--- src/mmio_consts.svh ---
//************************************************
// MMIO peripheral constants
// bus window, register offsets and reset values
//************************************************
`ifndef MMIO_CONSTS_SVH
`define MMIO_CONSTS_SVH

// upper 24 address bits of the 256-byte window
`define MMIO_BASE 24'h030000

`define MMIO_DATA_W 32
`define MMIO_GPIO_W 16

// gpio control
`define MMIO_OFF_GPIO_DAT 8'h00
`define MMIO_OFF_GPIO_OEB 8'h04
`define MMIO_OFF_GPIO_PU 8'h08
`define MMIO_OFF_GPIO_PD 8'h0c

// read-only strap and id words
`define MMIO_OFF_STRAP_CFG 8'h18
`define MMIO_OFF_STRAP_XTAL 8'h1c
`define MMIO_OFF_STRAP_PLL 8'h20
`define MMIO_OFF_MFGR_ID 8'h24
`define MMIO_OFF_PROD_ID 8'h28
`define MMIO_OFF_MASK_REV 8'h2c
`define MMIO_OFF_CLK_SEL 8'h30

// counter timer
`define MMIO_OFF_TIM_CFG 8'h5c
`define MMIO_OFF_TIM_VAL 8'h60
`define MMIO_OFF_TIM_DAT 8'h64

// pads stay tri-stated until software enables them
`define GPIO_OEB_RESET 16'hffff

`endif

--- src/mmio_pkg.sv ---
//************************************************
// MMIO peripheral types
// register select and bus controller states
//************************************************
package mmio_pkg;

  // one member per mapped register offset
  typedef enum logic [3:0] {
    REG_NONE,
    REG_GPIO_DAT,
    REG_GPIO_OEB,
    REG_GPIO_PU,
    REG_GPIO_PD,
    REG_STRAP_CFG,
    REG_STRAP_XTAL,
    REG_STRAP_PLL,
    REG_MFGR_ID,
    REG_PROD_ID,
    REG_MASK_REV,
    REG_CLK_SEL,
    REG_TIM_CFG,
    REG_TIM_VAL,
    REG_TIM_DAT
  } mmio_reg_e;

  // accept in idle, answer in resp
  typedef enum logic {
    BUS_IDLE,
    BUS_RESP
  } bus_state_e;

endpackage

--- src/mmio_bus_ctrl.sv ---
//************************************************
// MMIO bus controller
// decodes the window, sequences ready and
// registers the read word of the selected group
//************************************************
`timescale 1ns/1ns
`include "mmio_consts.svh"

module mmio_bus_ctrl import mmio_pkg::*; (
  input  logic                    clk_i,
  input  logic                    rst_n_i,
  input  logic                    mem_valid_i,
  input  logic [`MMIO_DATA_W-1:0] mem_addr_i,
  input  logic [3:0]              mem_wstrb_i,
  input  logic [`MMIO_DATA_W-1:0] gpio_rdata_i,
  input  logic [`MMIO_DATA_W-1:0] tim_rdata_i,
  input  logic [`MMIO_DATA_W-1:0] info_rdata_i,
  output mmio_reg_e               sel_o,
  output logic                    wr_stb_o,
  output logic                    mem_ready_o,
  output logic [`MMIO_DATA_W-1:0] mem_rdata_o
);

  bus_state_e              state_q;
  bus_state_e              state_d;
  logic                    mapped;
  mmio_reg_e               dec_sel;
  logic [`MMIO_DATA_W-1:0] rd_word;
  logic [`MMIO_DATA_W-1:0] rdata_q;

  // anything outside the window is left unanswered
  assign mapped = mem_valid_i && (mem_addr_i[`MMIO_DATA_W-1:8] == `MMIO_BASE);

  always_comb begin
    case (mem_addr_i[7:0])
      `MMIO_OFF_GPIO_DAT:   dec_sel = REG_GPIO_DAT;
      `MMIO_OFF_GPIO_OEB:   dec_sel = REG_GPIO_OEB;
      `MMIO_OFF_GPIO_PU:    dec_sel = REG_GPIO_PU;
      `MMIO_OFF_GPIO_PD:    dec_sel = REG_GPIO_PD;
      `MMIO_OFF_STRAP_CFG:  dec_sel = REG_STRAP_CFG;
      `MMIO_OFF_STRAP_XTAL: dec_sel = REG_STRAP_XTAL;
      `MMIO_OFF_STRAP_PLL:  dec_sel = REG_STRAP_PLL;
      `MMIO_OFF_MFGR_ID:    dec_sel = REG_MFGR_ID;
      `MMIO_OFF_PROD_ID:    dec_sel = REG_PROD_ID;
      `MMIO_OFF_MASK_REV:   dec_sel = REG_MASK_REV;
      `MMIO_OFF_CLK_SEL:    dec_sel = REG_CLK_SEL;
      `MMIO_OFF_TIM_CFG:    dec_sel = REG_TIM_CFG;
      `MMIO_OFF_TIM_VAL:    dec_sel = REG_TIM_VAL;
      `MMIO_OFF_TIM_DAT:    dec_sel = REG_TIM_DAT;
      default:              dec_sel = REG_NONE;
    endcase
  end

  assign sel_o = mapped ? dec_sel : REG_NONE;

  // group mux, unlisted offsets read as zero
  always_comb begin
    case (sel_o)
      REG_GPIO_DAT, REG_GPIO_OEB, REG_GPIO_PU, REG_GPIO_PD: begin
        rd_word = gpio_rdata_i;
      end
      REG_TIM_CFG, REG_TIM_VAL, REG_TIM_DAT: begin
        rd_word = tim_rdata_i;
      end
      REG_STRAP_CFG, REG_STRAP_XTAL, REG_STRAP_PLL, REG_MFGR_ID,
      REG_PROD_ID, REG_MASK_REV, REG_CLK_SEL: begin
        rd_word = info_rdata_i;
      end
      default: rd_word = '0;
    endcase
  end

  always_comb begin
    state_d = BUS_IDLE;
    if (state_q == BUS_IDLE && mapped) begin
      state_d = BUS_RESP;
    end
  end

  always_ff @(posedge clk_i or negedge rst_n_i) begin
    if (!rst_n_i) begin
      state_q <= BUS_IDLE;
      rdata_q <= '0;
    end else begin
      state_q <= state_d;
      if (state_q == BUS_IDLE && mapped) begin
        rdata_q <= rd_word;
      end
    end
  end

  // write lands on the same edge that sees ready
  assign wr_stb_o    = (state_q == BUS_RESP) && (|mem_wstrb_i);
  assign mem_ready_o = (state_q == BUS_RESP);
  assign mem_rdata_o = rdata_q;

endmodule

--- src/mmio_gpio_regs.sv ---
//************************************************
// GPIO control registers
// data, oeb, pull-up-bar and pull-down-bar
//************************************************
`timescale 1ns/1ns
`include "mmio_consts.svh"

module mmio_gpio_regs import mmio_pkg::*; (
  input  logic                    clk_i,
  input  logic                    rst_n_i,
  input  mmio_reg_e               sel_i,
  input  logic                    wr_stb_i,
  input  logic [`MMIO_DATA_W-1:0] wdata_i,
  input  logic [3:0]              wstrb_i,
  input  logic [`MMIO_GPIO_W-1:0] gpio_in_i,
  output logic [`MMIO_DATA_W-1:0] rdata_o,
  output logic [`MMIO_GPIO_W-1:0] gpio_out_o,
  output logic [`MMIO_GPIO_W-1:0] gpio_outenb_o,
  output logic [`MMIO_GPIO_W-1:0] gpio_pullupb_o,
  output logic [`MMIO_GPIO_W-1:0] gpio_pulldownb_o
);

  logic [`MMIO_GPIO_W-1:0] out_q;
  logic [`MMIO_GPIO_W-1:0] oeb_q;
  logic [`MMIO_GPIO_W-1:0] pu_q;
  logic [`MMIO_GPIO_W-1:0] pd_q;

  // low and high byte under their own strobe
  function automatic logic [`MMIO_GPIO_W-1:0] merge_bytes(
    input logic [`MMIO_GPIO_W-1:0] cur,
    input logic [`MMIO_GPIO_W-1:0] wd,
    input logic [1:0]              strb
  );
    logic [`MMIO_GPIO_W-1:0] res;
    res = cur;
    if (strb[0]) res[7:0] = wd[7:0];
    if (strb[1]) res[15:8] = wd[15:8];
    return res;
  endfunction

  always_ff @(posedge clk_i or negedge rst_n_i) begin
    if (!rst_n_i) begin
      out_q <= '0;
      oeb_q <= `GPIO_OEB_RESET;
      pu_q  <= '0;
      pd_q  <= '0;
    end else if (wr_stb_i) begin
      case (sel_i)
        REG_GPIO_DAT: out_q <= merge_bytes(out_q, wdata_i[15:0], wstrb_i[1:0]);
        REG_GPIO_OEB: oeb_q <= merge_bytes(oeb_q, wdata_i[15:0], wstrb_i[1:0]);
        REG_GPIO_PU:  pu_q  <= merge_bytes(pu_q, wdata_i[15:0], wstrb_i[1:0]);
        REG_GPIO_PD:  pd_q  <= merge_bytes(pd_q, wdata_i[15:0], wstrb_i[1:0]);
        default: ;
      endcase
    end
  end

  always_comb begin
    case (sel_i)
      REG_GPIO_DAT: rdata_o = {out_q, gpio_in_i};
      REG_GPIO_OEB: rdata_o = {16'd0, oeb_q};
      REG_GPIO_PU:  rdata_o = {16'd0, pu_q};
      REG_GPIO_PD:  rdata_o = {16'd0, pd_q};
      default:      rdata_o = '0;
    endcase
  end

  assign gpio_out_o       = out_q;
  // pads must not drive while the chip is held in reset
  assign gpio_outenb_o    = oeb_q | {`MMIO_GPIO_W{~rst_n_i}};
  assign gpio_pullupb_o   = pu_q;
  assign gpio_pulldownb_o = pd_q;

endmodule

--- src/mmio_timer.sv ---
//************************************************
// MMIO counter timer
// down counter with reload, one-shot or
// continuous mode
//************************************************
`timescale 1ns/1ns
`include "mmio_consts.svh"

module mmio_timer import mmio_pkg::*; (
  input  logic                    clk_i,
  input  logic                    rst_n_i,
  input  mmio_reg_e               sel_i,
  input  logic                    wr_stb_i,
  input  logic [`MMIO_DATA_W-1:0] wdata_i,
  input  logic [3:0]              wstrb_i,
  output logic [`MMIO_DATA_W-1:0] rdata_o
);

  logic                    en_q;
  logic                    cont_q;
  logic [`MMIO_DATA_W-1:0] val_q;
  logic [`MMIO_DATA_W-1:0] cnt_q;

  function automatic logic [`MMIO_DATA_W-1:0] merge_word(
    input logic [`MMIO_DATA_W-1:0] cur,
    input logic [`MMIO_DATA_W-1:0] wd,
    input logic [3:0]              strb
  );
    logic [`MMIO_DATA_W-1:0] res;
    res = cur;
    for (int b = 0; b < 4; b++) begin
      if (strb[b]) res[8*b +: 8] = wd[8*b +: 8];
    end
    return res;
  endfunction

  always_ff @(posedge clk_i or negedge rst_n_i) begin
    if (!rst_n_i) begin
      en_q   <= 1'b0;
      cont_q <= 1'b0;
      val_q  <= '0;
      cnt_q  <= '0;
    end else begin
      if (en_q) begin
        if (cnt_q == '0) begin
          // reload or stop at terminal count
          if (cont_q) begin
            cnt_q <= val_q;
          end else begin
            en_q <= 1'b0;
          end
        end else begin
          cnt_q <= cnt_q - 1'b1;
        end
      end
      // bus writes win over the count update
      if (wr_stb_i) begin
        case (sel_i)
          REG_TIM_CFG: begin
            if (wstrb_i[0]) begin
              en_q   <= wdata_i[0];
              cont_q <= wdata_i[1];
            end
          end
          REG_TIM_VAL: val_q <= merge_word(val_q, wdata_i, wstrb_i);
          REG_TIM_DAT: cnt_q <= merge_word(cnt_q, wdata_i, wstrb_i);
          default: ;
        endcase
      end
    end
  end

  always_comb begin
    case (sel_i)
      REG_TIM_CFG: rdata_o = {30'd0, cont_q, en_q};
      REG_TIM_VAL: rdata_o = val_q;
      REG_TIM_DAT: rdata_o = cnt_q;
      default:     rdata_o = '0;
    endcase
  end

endmodule

--- src/mmio_sysinfo.sv ---
//************************************************
// strap and ID read window
// packs static inputs into read words
//************************************************
`timescale 1ns/1ns
`include "mmio_consts.svh"

module mmio_sysinfo import mmio_pkg::*; (
  input  mmio_reg_e               sel_i,
  input  logic [7:0]              strap_cfg_i,
  input  logic                    xtal_ena_i,
  input  logic                    reg_ena_i,
  input  logic                    pll_cp_ena_i,
  input  logic                    pll_vco_ena_i,
  input  logic                    pll_bias_ena_i,
  input  logic [3:0]              pll_trim_i,
  input  logic [11:0]             mfgr_id_i,
  input  logic [7:0]              prod_id_i,
  input  logic [3:0]              mask_rev_i,
  input  logic                    clk_ext_sel_i,
  output logic [`MMIO_DATA_W-1:0] rdata_o
);

  always_comb begin
    case (sel_i)
      REG_STRAP_CFG:  rdata_o = {24'd0, strap_cfg_i};
      REG_STRAP_XTAL: rdata_o = {30'd0, xtal_ena_i, reg_ena_i};
      // trim in the upper bits, then cp, vco, bias
      REG_STRAP_PLL: begin
        rdata_o = {25'd0, pll_trim_i, pll_cp_ena_i, pll_vco_ena_i, pll_bias_ena_i};
      end
      REG_MFGR_ID:    rdata_o = {20'd0, mfgr_id_i};
      REG_PROD_ID:    rdata_o = {24'd0, prod_id_i};
      REG_MASK_REV:   rdata_o = {28'd0, mask_rev_i};
      REG_CLK_SEL:    rdata_o = {31'd0, clk_ext_sel_i};
      default:        rdata_o = '0;
    endcase
  end

endmodule

--- src/mmio_periph_top.sv ---
//************************************************
// MMIO system peripheral block
// bus controller with gpio, timer and sysinfo
//************************************************
`timescale 1ns/1ns
`include "mmio_consts.svh"

module mmio_periph_top (
  input  logic                    clk_i,
  input  logic                    rst_n_i,
  input  logic                    mem_valid_i,
  input  logic [`MMIO_DATA_W-1:0] mem_addr_i,
  input  logic [`MMIO_DATA_W-1:0] mem_wdata_i,
  input  logic [3:0]              mem_wstrb_i,
  output logic                    mem_ready_o,
  output logic [`MMIO_DATA_W-1:0] mem_rdata_o,
  input  logic [`MMIO_GPIO_W-1:0] gpio_in_i,
  output logic [`MMIO_GPIO_W-1:0] gpio_out_o,
  output logic [`MMIO_GPIO_W-1:0] gpio_outenb_o,
  output logic [`MMIO_GPIO_W-1:0] gpio_pullupb_o,
  output logic [`MMIO_GPIO_W-1:0] gpio_pulldownb_o,
  input  logic [7:0]              strap_cfg_i,
  input  logic                    xtal_ena_i,
  input  logic                    reg_ena_i,
  input  logic                    pll_cp_ena_i,
  input  logic                    pll_vco_ena_i,
  input  logic                    pll_bias_ena_i,
  input  logic [3:0]              pll_trim_i,
  input  logic [11:0]             mfgr_id_i,
  input  logic [7:0]              prod_id_i,
  input  logic [3:0]              mask_rev_i,
  input  logic                    clk_ext_sel_i
);

  mmio_pkg::mmio_reg_e     sel;
  logic                    wr_stb;
  logic [`MMIO_DATA_W-1:0] gpio_rdata;
  logic [`MMIO_DATA_W-1:0] tim_rdata;
  logic [`MMIO_DATA_W-1:0] info_rdata;

  mmio_bus_ctrl u_bus_ctrl (
    .clk_i        (clk_i),
    .rst_n_i      (rst_n_i),
    .mem_valid_i  (mem_valid_i),
    .mem_addr_i   (mem_addr_i),
    .mem_wstrb_i  (mem_wstrb_i),
    .gpio_rdata_i (gpio_rdata),
    .tim_rdata_i  (tim_rdata),
    .info_rdata_i (info_rdata),
    .sel_o        (sel),
    .wr_stb_o     (wr_stb),
    .mem_ready_o  (mem_ready_o),
    .mem_rdata_o  (mem_rdata_o)
  );

  mmio_gpio_regs u_gpio_regs (
    .clk_i            (clk_i),
    .rst_n_i          (rst_n_i),
    .sel_i            (sel),
    .wr_stb_i         (wr_stb),
    .wdata_i          (mem_wdata_i),
    .wstrb_i          (mem_wstrb_i),
    .gpio_in_i        (gpio_in_i),
    .rdata_o          (gpio_rdata),
    .gpio_out_o       (gpio_out_o),
    .gpio_outenb_o    (gpio_outenb_o),
    .gpio_pullupb_o   (gpio_pullupb_o),
    .gpio_pulldownb_o (gpio_pulldownb_o)
  );

  mmio_timer u_timer (
    .clk_i    (clk_i),
    .rst_n_i  (rst_n_i),
    .sel_i    (sel),
    .wr_stb_i (wr_stb),
    .wdata_i  (mem_wdata_i),
    .wstrb_i  (mem_wstrb_i),
    .rdata_o  (tim_rdata)
  );

  mmio_sysinfo u_sysinfo (
    .sel_i          (sel),
    .strap_cfg_i    (strap_cfg_i),
    .xtal_ena_i     (xtal_ena_i),
    .reg_ena_i      (reg_ena_i),
    .pll_cp_ena_i   (pll_cp_ena_i),
    .pll_vco_ena_i  (pll_vco_ena_i),
    .pll_bias_ena_i (pll_bias_ena_i),
    .pll_trim_i     (pll_trim_i),
    .mfgr_id_i      (mfgr_id_i),
    .prod_id_i      (prod_id_i),
    .mask_rev_i     (mask_rev_i),
    .clk_ext_sel_i  (clk_ext_sel_i),
    .rdata_o        (info_rdata)
  );

endmodule

--- config.mk ---
export PLATFORM = sky130hd
export DESIGN_NAME = mmio_periph_top
export DESIGN_NICKNAME = d
export VERILOG_FILES = /design/src/mmio_pkg.sv /design/src/mmio_bus_ctrl.sv /design/src/mmio_gpio_regs.sv /design/src/mmio_timer.sv /design/src/mmio_sysinfo.sv /design/src/mmio_periph_top.sv
export VERILOG_INCLUDE_DIRS = /design/src
export SDC_FILE = /design/constraint.sdc
export NUM_CORES = 1
export LEC_CHECK = 0
export ABC_AREA = 1
export BUFFER_PORTS_ARGS = -buffer_cell sky130_fd_sc_hd__buf_2
export CORE_MARGIN = 1
export CORE_UTILIZATION = 55
export DETAILED_ROUTE_END_ITERATION = 8
export GPL_ROUTABILITY_DRIVEN = 0
export PLACE_DENSITY = 0.81
export SLEW_MARGIN = 20
export SYNTH_ARGS = -nofsm -noshare
export SYNTH_HDL_FRONTEND = slang
export SYNTH_SLANG_ARGS = --single-unit
--- constraint.sdc ---
create_clock -name clk_i -period 5.38 [get_ports clk_i]
set_clock_uncertainty 0.15 [all_clocks]
set_input_delay 1.076 -clock clk_i [delete_from_list [all_inputs] [get_ports clk_i]]
set_output_delay 1.076 -clock clk_i [all_outputs]
set_load 0.1 [all_outputs]
# [Word-level counts from Yosys, hierarchy flattened]
# Index checks and enable logic that the tools add are counted.
[word_totals] reg_bits=163 input_bits=129 output_inout_bits=97
[classes] bitwise_logic=3 muxes=22 n_reduce_logical=22 addsub=1 n_eq_ne=32
[ops] operator="32-bit one-hot mux with 3 select lines" n=2
[ops] operator="32-bit two-way mux" n=5
[ops] operator="32-bit one-hot mux with 4 select lines" n=1
[ops] operator="12-bit one-hot mux with 7 select lines" n=1
[ops] operator="4-bit one-hot mux with 14 select lines" n=1
[ops] operator="8-bit by 6-bit equality test with 1-bit output (second input constant)" n=5
[ops] operator="3-bit AND reduction" n=13
[ops] operator="32-bit logical NOT" n=1
[ops] operator="8-bit two-way mux" n=4
[ops] operator="32-bit by 1-bit subtractor with 32-bit output (second input constant)" n=1
[ops] operator="4-bit equality test (second input constant)" n=7
[ops] operator="24-bit by 18-bit equality test with 1-bit output (second input constant)" n=1
[ops] operator="8-bit by 7-bit equality test with 1-bit output (second input constant)" n=3
[ops] operator="4-bit by 3-bit equality test with 1-bit output (second input constant)" n=4
[ops] operator="8-bit by 4-bit equality test with 1-bit output (second input constant)" n=2
[ops] operator="8-bit by 5-bit equality test with 1-bit output (second input constant)" n=2
[ops] operator="16-bit bitwise OR" n=1
[ops] operator="3-bit inequality test (second input constant)" n=4
[ops] operator="4-bit by 2-bit equality test with 1-bit output (second input constant)" n=2
[ops] operator="8-bit by 3-bit equality test with 1-bit output (second input constant)" n=1
[ops] operator="8-bit logical NOT" n=1
[ops] operator="4-bit OR reduction" n=2
[ops] operator="1-bit two-way mux" n=7
[ops] operator="7-bit OR reduction" n=1
[ops] operator="5 further kinds" n=8

# [Depth between registers and ports, before layout]
[logic_depth] ltp_word=6 depth_mapped=17 depth_no_buf=17

# [Cells and area by module]
# From an unflattened synthesis, not the netlist that was laid out.
[hier_totals] hier_cells=1787 area_unflattened_um2=11514.8
[by_module_without_submodules] module="mmio_timer" area_per_inst_um2=4937.2 cells_each=800 seq_area_each_um2=1651.6 instances=1
[by_module_without_submodules] module="mmio_gpio_regs" area_per_inst_um2=3590.9 cells_each=480 seq_area_each_um2=1621.6 instances=1
[by_module_without_submodules] module="mmio_bus_ctrl" area_per_inst_um2=2364.8 cells_each=390 seq_area_each_um2=825.8 instances=1
[by_module_without_submodules] module="mmio_sysinfo" area_per_inst_um2=621.8 cells_each=117 seq_area_each_um2=0.0 instances=1

# [Worst setup path after synthesis]
# No wires, ideal clock.
[synth_timing] kind="input -> output" startpoint="input rst_n_i" endpoint="output gpio_outenb_o[10]" slack_ns=1.998 cell_stages=3 t_required_ns=4.154 t_arrival_ns=2.156 cell_sequence="clkbuf_1 > clkbuf_1 > nand2_1"
[synth_via] elab_chain_cells=2
[synth_lines] item="from (decl)" line="mmio_periph_top.sv:10" source="input logic rst_n_i,"
[synth_lines] item="1-bit inverter" line="mmio_gpio_regs.sv:70" source="assign gpio_outenb_o = oeb_q | {`MMIO_GPIO_W{~rst_n_i}};"
[synth_lines] item="16-bit bitwise OR" line="mmio_gpio_regs.sv:70"
[synth_lines] item="to (decl)" line="mmio_periph_top.sv:19" source="output logic [`MMIO_GPIO_W-1:0] gpio_outenb_o,"
# Every way passes these cells.

# [Worst setup path in the final report]
[layout_timing] startpoint="input mem_addr_i[0]" endpoint="register u_bus_ctrl.rdata_q[18] (netlist: u_bus_ctrl.mem_rdata_o[18])"
[layout_via] elab_chain_cells=6 elab_cells_between_ends=36 cone_classes="eq/ne (27); mux (5); reduce/logical (4)"
[layout_lines] item="from (decl)" line="mmio_periph_top.sv:12" source="input logic [`MMIO_DATA_W-1:0] mem_addr_i,"
[layout_lines] item="8-bit by 7-bit equality test with 1-bit output, or another cell as far along" line="mmio_bus_ctrl.sv:35" source="case (mem_addr_i[7:0])"
[layout_lines] item="4-bit one-hot mux with 14 select lines (*)" line="mmio_bus_ctrl.sv:35"
[layout_lines] item="4-bit two-way mux (*)" line="mmio_bus_ctrl.sv:54" source="assign sel_o = mapped ? dec_sel : REG_NONE;"
[layout_lines] item="4-bit by 3-bit equality test with 1-bit output, or another cell as far along" line="mmio_bus_ctrl.sv:58, mmio_gpio_regs.sv:59"
[layout_lines] item="32-bit one-hot mux with 4 select lines, or another cell as far along" line="mmio_gpio_regs.sv:59" source="case (sel_i)"
[layout_lines] item="32-bit one-hot mux with 3 select lines (*)" line="mmio_bus_ctrl.sv:58" source="case (sel_o)"
[layout_lines] item="to (signal assigned)" line="mmio_bus_ctrl.sv:87" source="rdata_q <= rd_word;"
[layout_lines] item="to (decl)" line="mmio_bus_ctrl.sv:29" source="logic [`MMIO_DATA_W-1:0] rdata_q;"
# Every way passes the cells marked *; elsewhere a longest branch is shown, timed or not.
# A chain may end at the register's enable or synchronous reset.

==> metrics <==
status completed; post-route ant nets 0; Worst Setup End Kind register; Avg Cell Area, Syn 6.773 µm²; Yosys cell types 41; r2r setup slk 2.09 ns; Area after DPL 11380 µm²; most common cell in the synthesized netlist nand2_1; cts hold-fix bufs 0; P per Cell Area 225.6 nW/µm²; Max IR drop VDD 0.0003385 V; Top FF cell, synth dfrtp_1; Worst-Skew Late Latency 0.45 ns; period utilization 69.40%; RSZ-0062 raised after global routing no; Critical Path Slowest Stage Cell o21ai_0; Die Ht 137.8 µm; share of flip-flops with an asynchronous set or reset 100.0%; Clk pwr share 47.6%; DRC 0; Psw 690.1 µW; leakage 0.006160 µW; Worst path max stage delay 0.69 ns; CTS root buf clkbuf_16; Yosys top cell area share 36.26%; YS warnings 0; Die X 137.8 µm; core area 18020 µm²; FP Rows 49; WL final 35250 µm; Syn Nets 1629; Top delay family on crit path simple AND/OR/NAND/NOR gates; # IOs 226; synthesized cell area 10150 µm²; Final TNS setup 0 ns; Hold Crit Class register to register; Area Growth Syn to Fin 18.29%; Ant. Diodes 0; Worst EP arrival 3.95 ns; vias in the first global route 10420; global-route wire length before repair 54330 µm; drt via density 5.830; cell taking the most area after synthesis dfrtp_1; Yosys reg bits 163; internal power of the cells 2018 µW; fraction of layout cells with a size suffix above 1 20.19%; Max Slew Vio Count 0; CP Cell Sequence buf_2 > inv_1 > nand2_1 > nor2_1 > nand2_1 > nand3_1 > nor2_1 > nand3_1 > inv_2 > nand2_1 > o21ai_0 > a21oi_1 > o21ai_1; smallest hold slack 0.3233 ns; placed wire-length estimate 25840 µm; Slew headroom 25.59%; filler cell count 1627; total power 2708 µW; Initial Util 56.29%; most frequent cells after synthesis nand2_1, inv_1, dfrtp_1; antenna violations before repair 0; r2r endpoint u_timer.cnt_q[11]; First-pass DRT Iterations 6; CTS buffer count 17; HP Start u_gpio_regs.oeb_q[2]; # Max-Cap Violations 0; hold-critical path depth 2; WS Path Type primary input to register; Worst-path clk slew 0.07 ns; CP most frequent cell nand2_1; via count 11330; H-tree depth 4; DR WL/cell 18.14 µm; cell count after synthesis 1498; Seq/Total Area, Yosys 40.40%; R2R depth 12; number of setup buffers added after CTS 0; crit path buf inv count 3; Post-synth EDFFs 0; Worst setup SP type primary input; largest buffer count on any clock path 2; GRT Total Usage 38.26%; worst-path maximum fanout 20; Port-buffer cells 225; top post-synthesis cells by area dfrtp_1, nand2_1, o21ai_0, inv_1, nor2_1; minimum clock period 3.734 ns; R2R Path Start u_timer.cnt_q[18]; Seq pwr share 45.3%; fin util 66.58%; Design Area, Final 12000 µm²; Sw Ratio 25.49%; CP Data Required Time 5.59 ns; final setup vio count 0; combinational group share of total power 7.1%; Hold EP u_gpio_regs.oeb_q[2]; Final Hold Fails 0; CTS tree built; Nets 1832; GR Overflow Total 0; largest net degree at the start of global routing 68; die area 18990 µm²; worst slew pin tran 1.112 ns; Iteration-0 DRC Markers 1450; maximum clock rate 267.8 MHz; clock sink total 163; post-CTS sizing 0
-- metrics by stage --
step	setup WS [ns]	cells
5_1_grt	1.512	1943
2_1_floorplan	1.998	1498
3_3_place_gp	1.447	1911
3_5_place_dp	1.380	1911
6_report	1.646	1943
4_1_cts	1.821	1943
-- tightest hold or removal path: stages, from the launching register on --
cell and delay [ns]:
dfstp_2 0.37, nand2_1 0.05, o21ai_1 0.05
-- cell usage in the layout, fill, tap and decap left out, drive strengths merged, types with 3 or more instances in the layout --
| cell | synthesis | layout |
|---|---|---|
| a31oi | 3 | 3 |
| nand3 | 93 | 93 |
| bufinv | 0 | 3 |
| and2 | 3 | 3 |
| xor2 | 10 | 10 |
| nor3 | 23 | 23 |
| dfrtp | 147 | 147 |
| inv | 168 | 173 |
| nand4 | 15 | 15 |
| or2 | 3 | 3 |
| clkinv | 0 | 5 |
| a21oi | 35 | 35 |
| dfstp | 16 | 16 |
| nor2 | 159 | 159 |
| and3 | 5 | 5 |
| nand2 | 508 | 508 |
| o21ai | 212 | 212 |
| o211ai | 25 | 25 |
| o221ai | 4 | 4 |
| clkbuf | 16 | 17 |
| buf | 33 | 233 |
| o22ai | 13 | 13 |
-- power groups by stage --
stage	Sequential (µW)	Combinational, µW	Clock (µW)
5_1_grt	1220	209	1350
6_report	1230	193	1290
3_3_place_gp	1250	190	0
2_1_floorplan	1250	84.7	0
4_1_cts	1230	191	1290
3_5_place_dp	1250	191	0
-- cell families after synthesis --
group           count (synthesis)  synth area share [%]
simple gates                  812                 34.07
compound gates                294                 15.76
buf+inv                       217                 8.657
flops                         163                 40.40
xor+xnor                       10                0.8632
fa+ha+maj                       2                0.2466
-- routing by layer --
metal	GRT usage (%)	wire, µm	up-vias	part of all wire, %
met5	0	0	-	0
met1	49.70	13550	5158	38
met3	11.77	4530	137	13
li1	-	-	5255	-
met2	58.40	15660	778	44
met4	17.45	1506	0	4.3
-- flip-flops by register name, summed over array words and instances, names as in the netlist --
register                      count
u_bus_ctrl.mem_rdata_o           32
u_bus_ctrl.mem_ready_o            1
u_gpio_regs.gpio_out_o           16
u_gpio_regs.gpio_pulldownb_o     16
u_gpio_regs.gpio_pullupb_o       16
u_gpio_regs.oeb_q                16
u_timer.cnt_q                    32
u_timer.cont_q                    1
u_timer.en_q                      1
u_timer.val_q                    32
-- worst max path at each step --
stage | startpoint | endpoint | slack [ns] | depth (start not counted)
final | mem_addr_i[0] | u_bus_ctrl.mem_rdata_o[18] | 1.65 | 13
after floorplan | rst_n_i | gpio_outenb_o[10] | 2.00 | 3
after global routing | mem_addr_i[13] | u_bus_ctrl.mem_rdata_o[18] | 1.51 | 13
after detailed placement | mem_addr_i[0] | u_bus_ctrl.mem_rdata_o[18] | 1.38 | 13
after CTS | mem_addr_i[0] | u_bus_ctrl.mem_rdata_o[10] | 1.82 | 16
after global placement | mem_addr_i[13] | u_bus_ctrl.mem_rdata_o[10] | 1.45 | 16
-- area by class of cell --
type	instances	area [µm²]	share of cell area, %
Multi-Input combinational cell	1118	5171	43.09
Sequential cell	163	4099	34.15
Timing Repair Buffer	233	1192	9.935
Inverter	168	630.6	5.254
Clock buffer	17	425.4	3.545
Tap cell	229	286.5	2.387
Clock inverter	15	196.4	1.637
(Power assumes the default switching activity.)
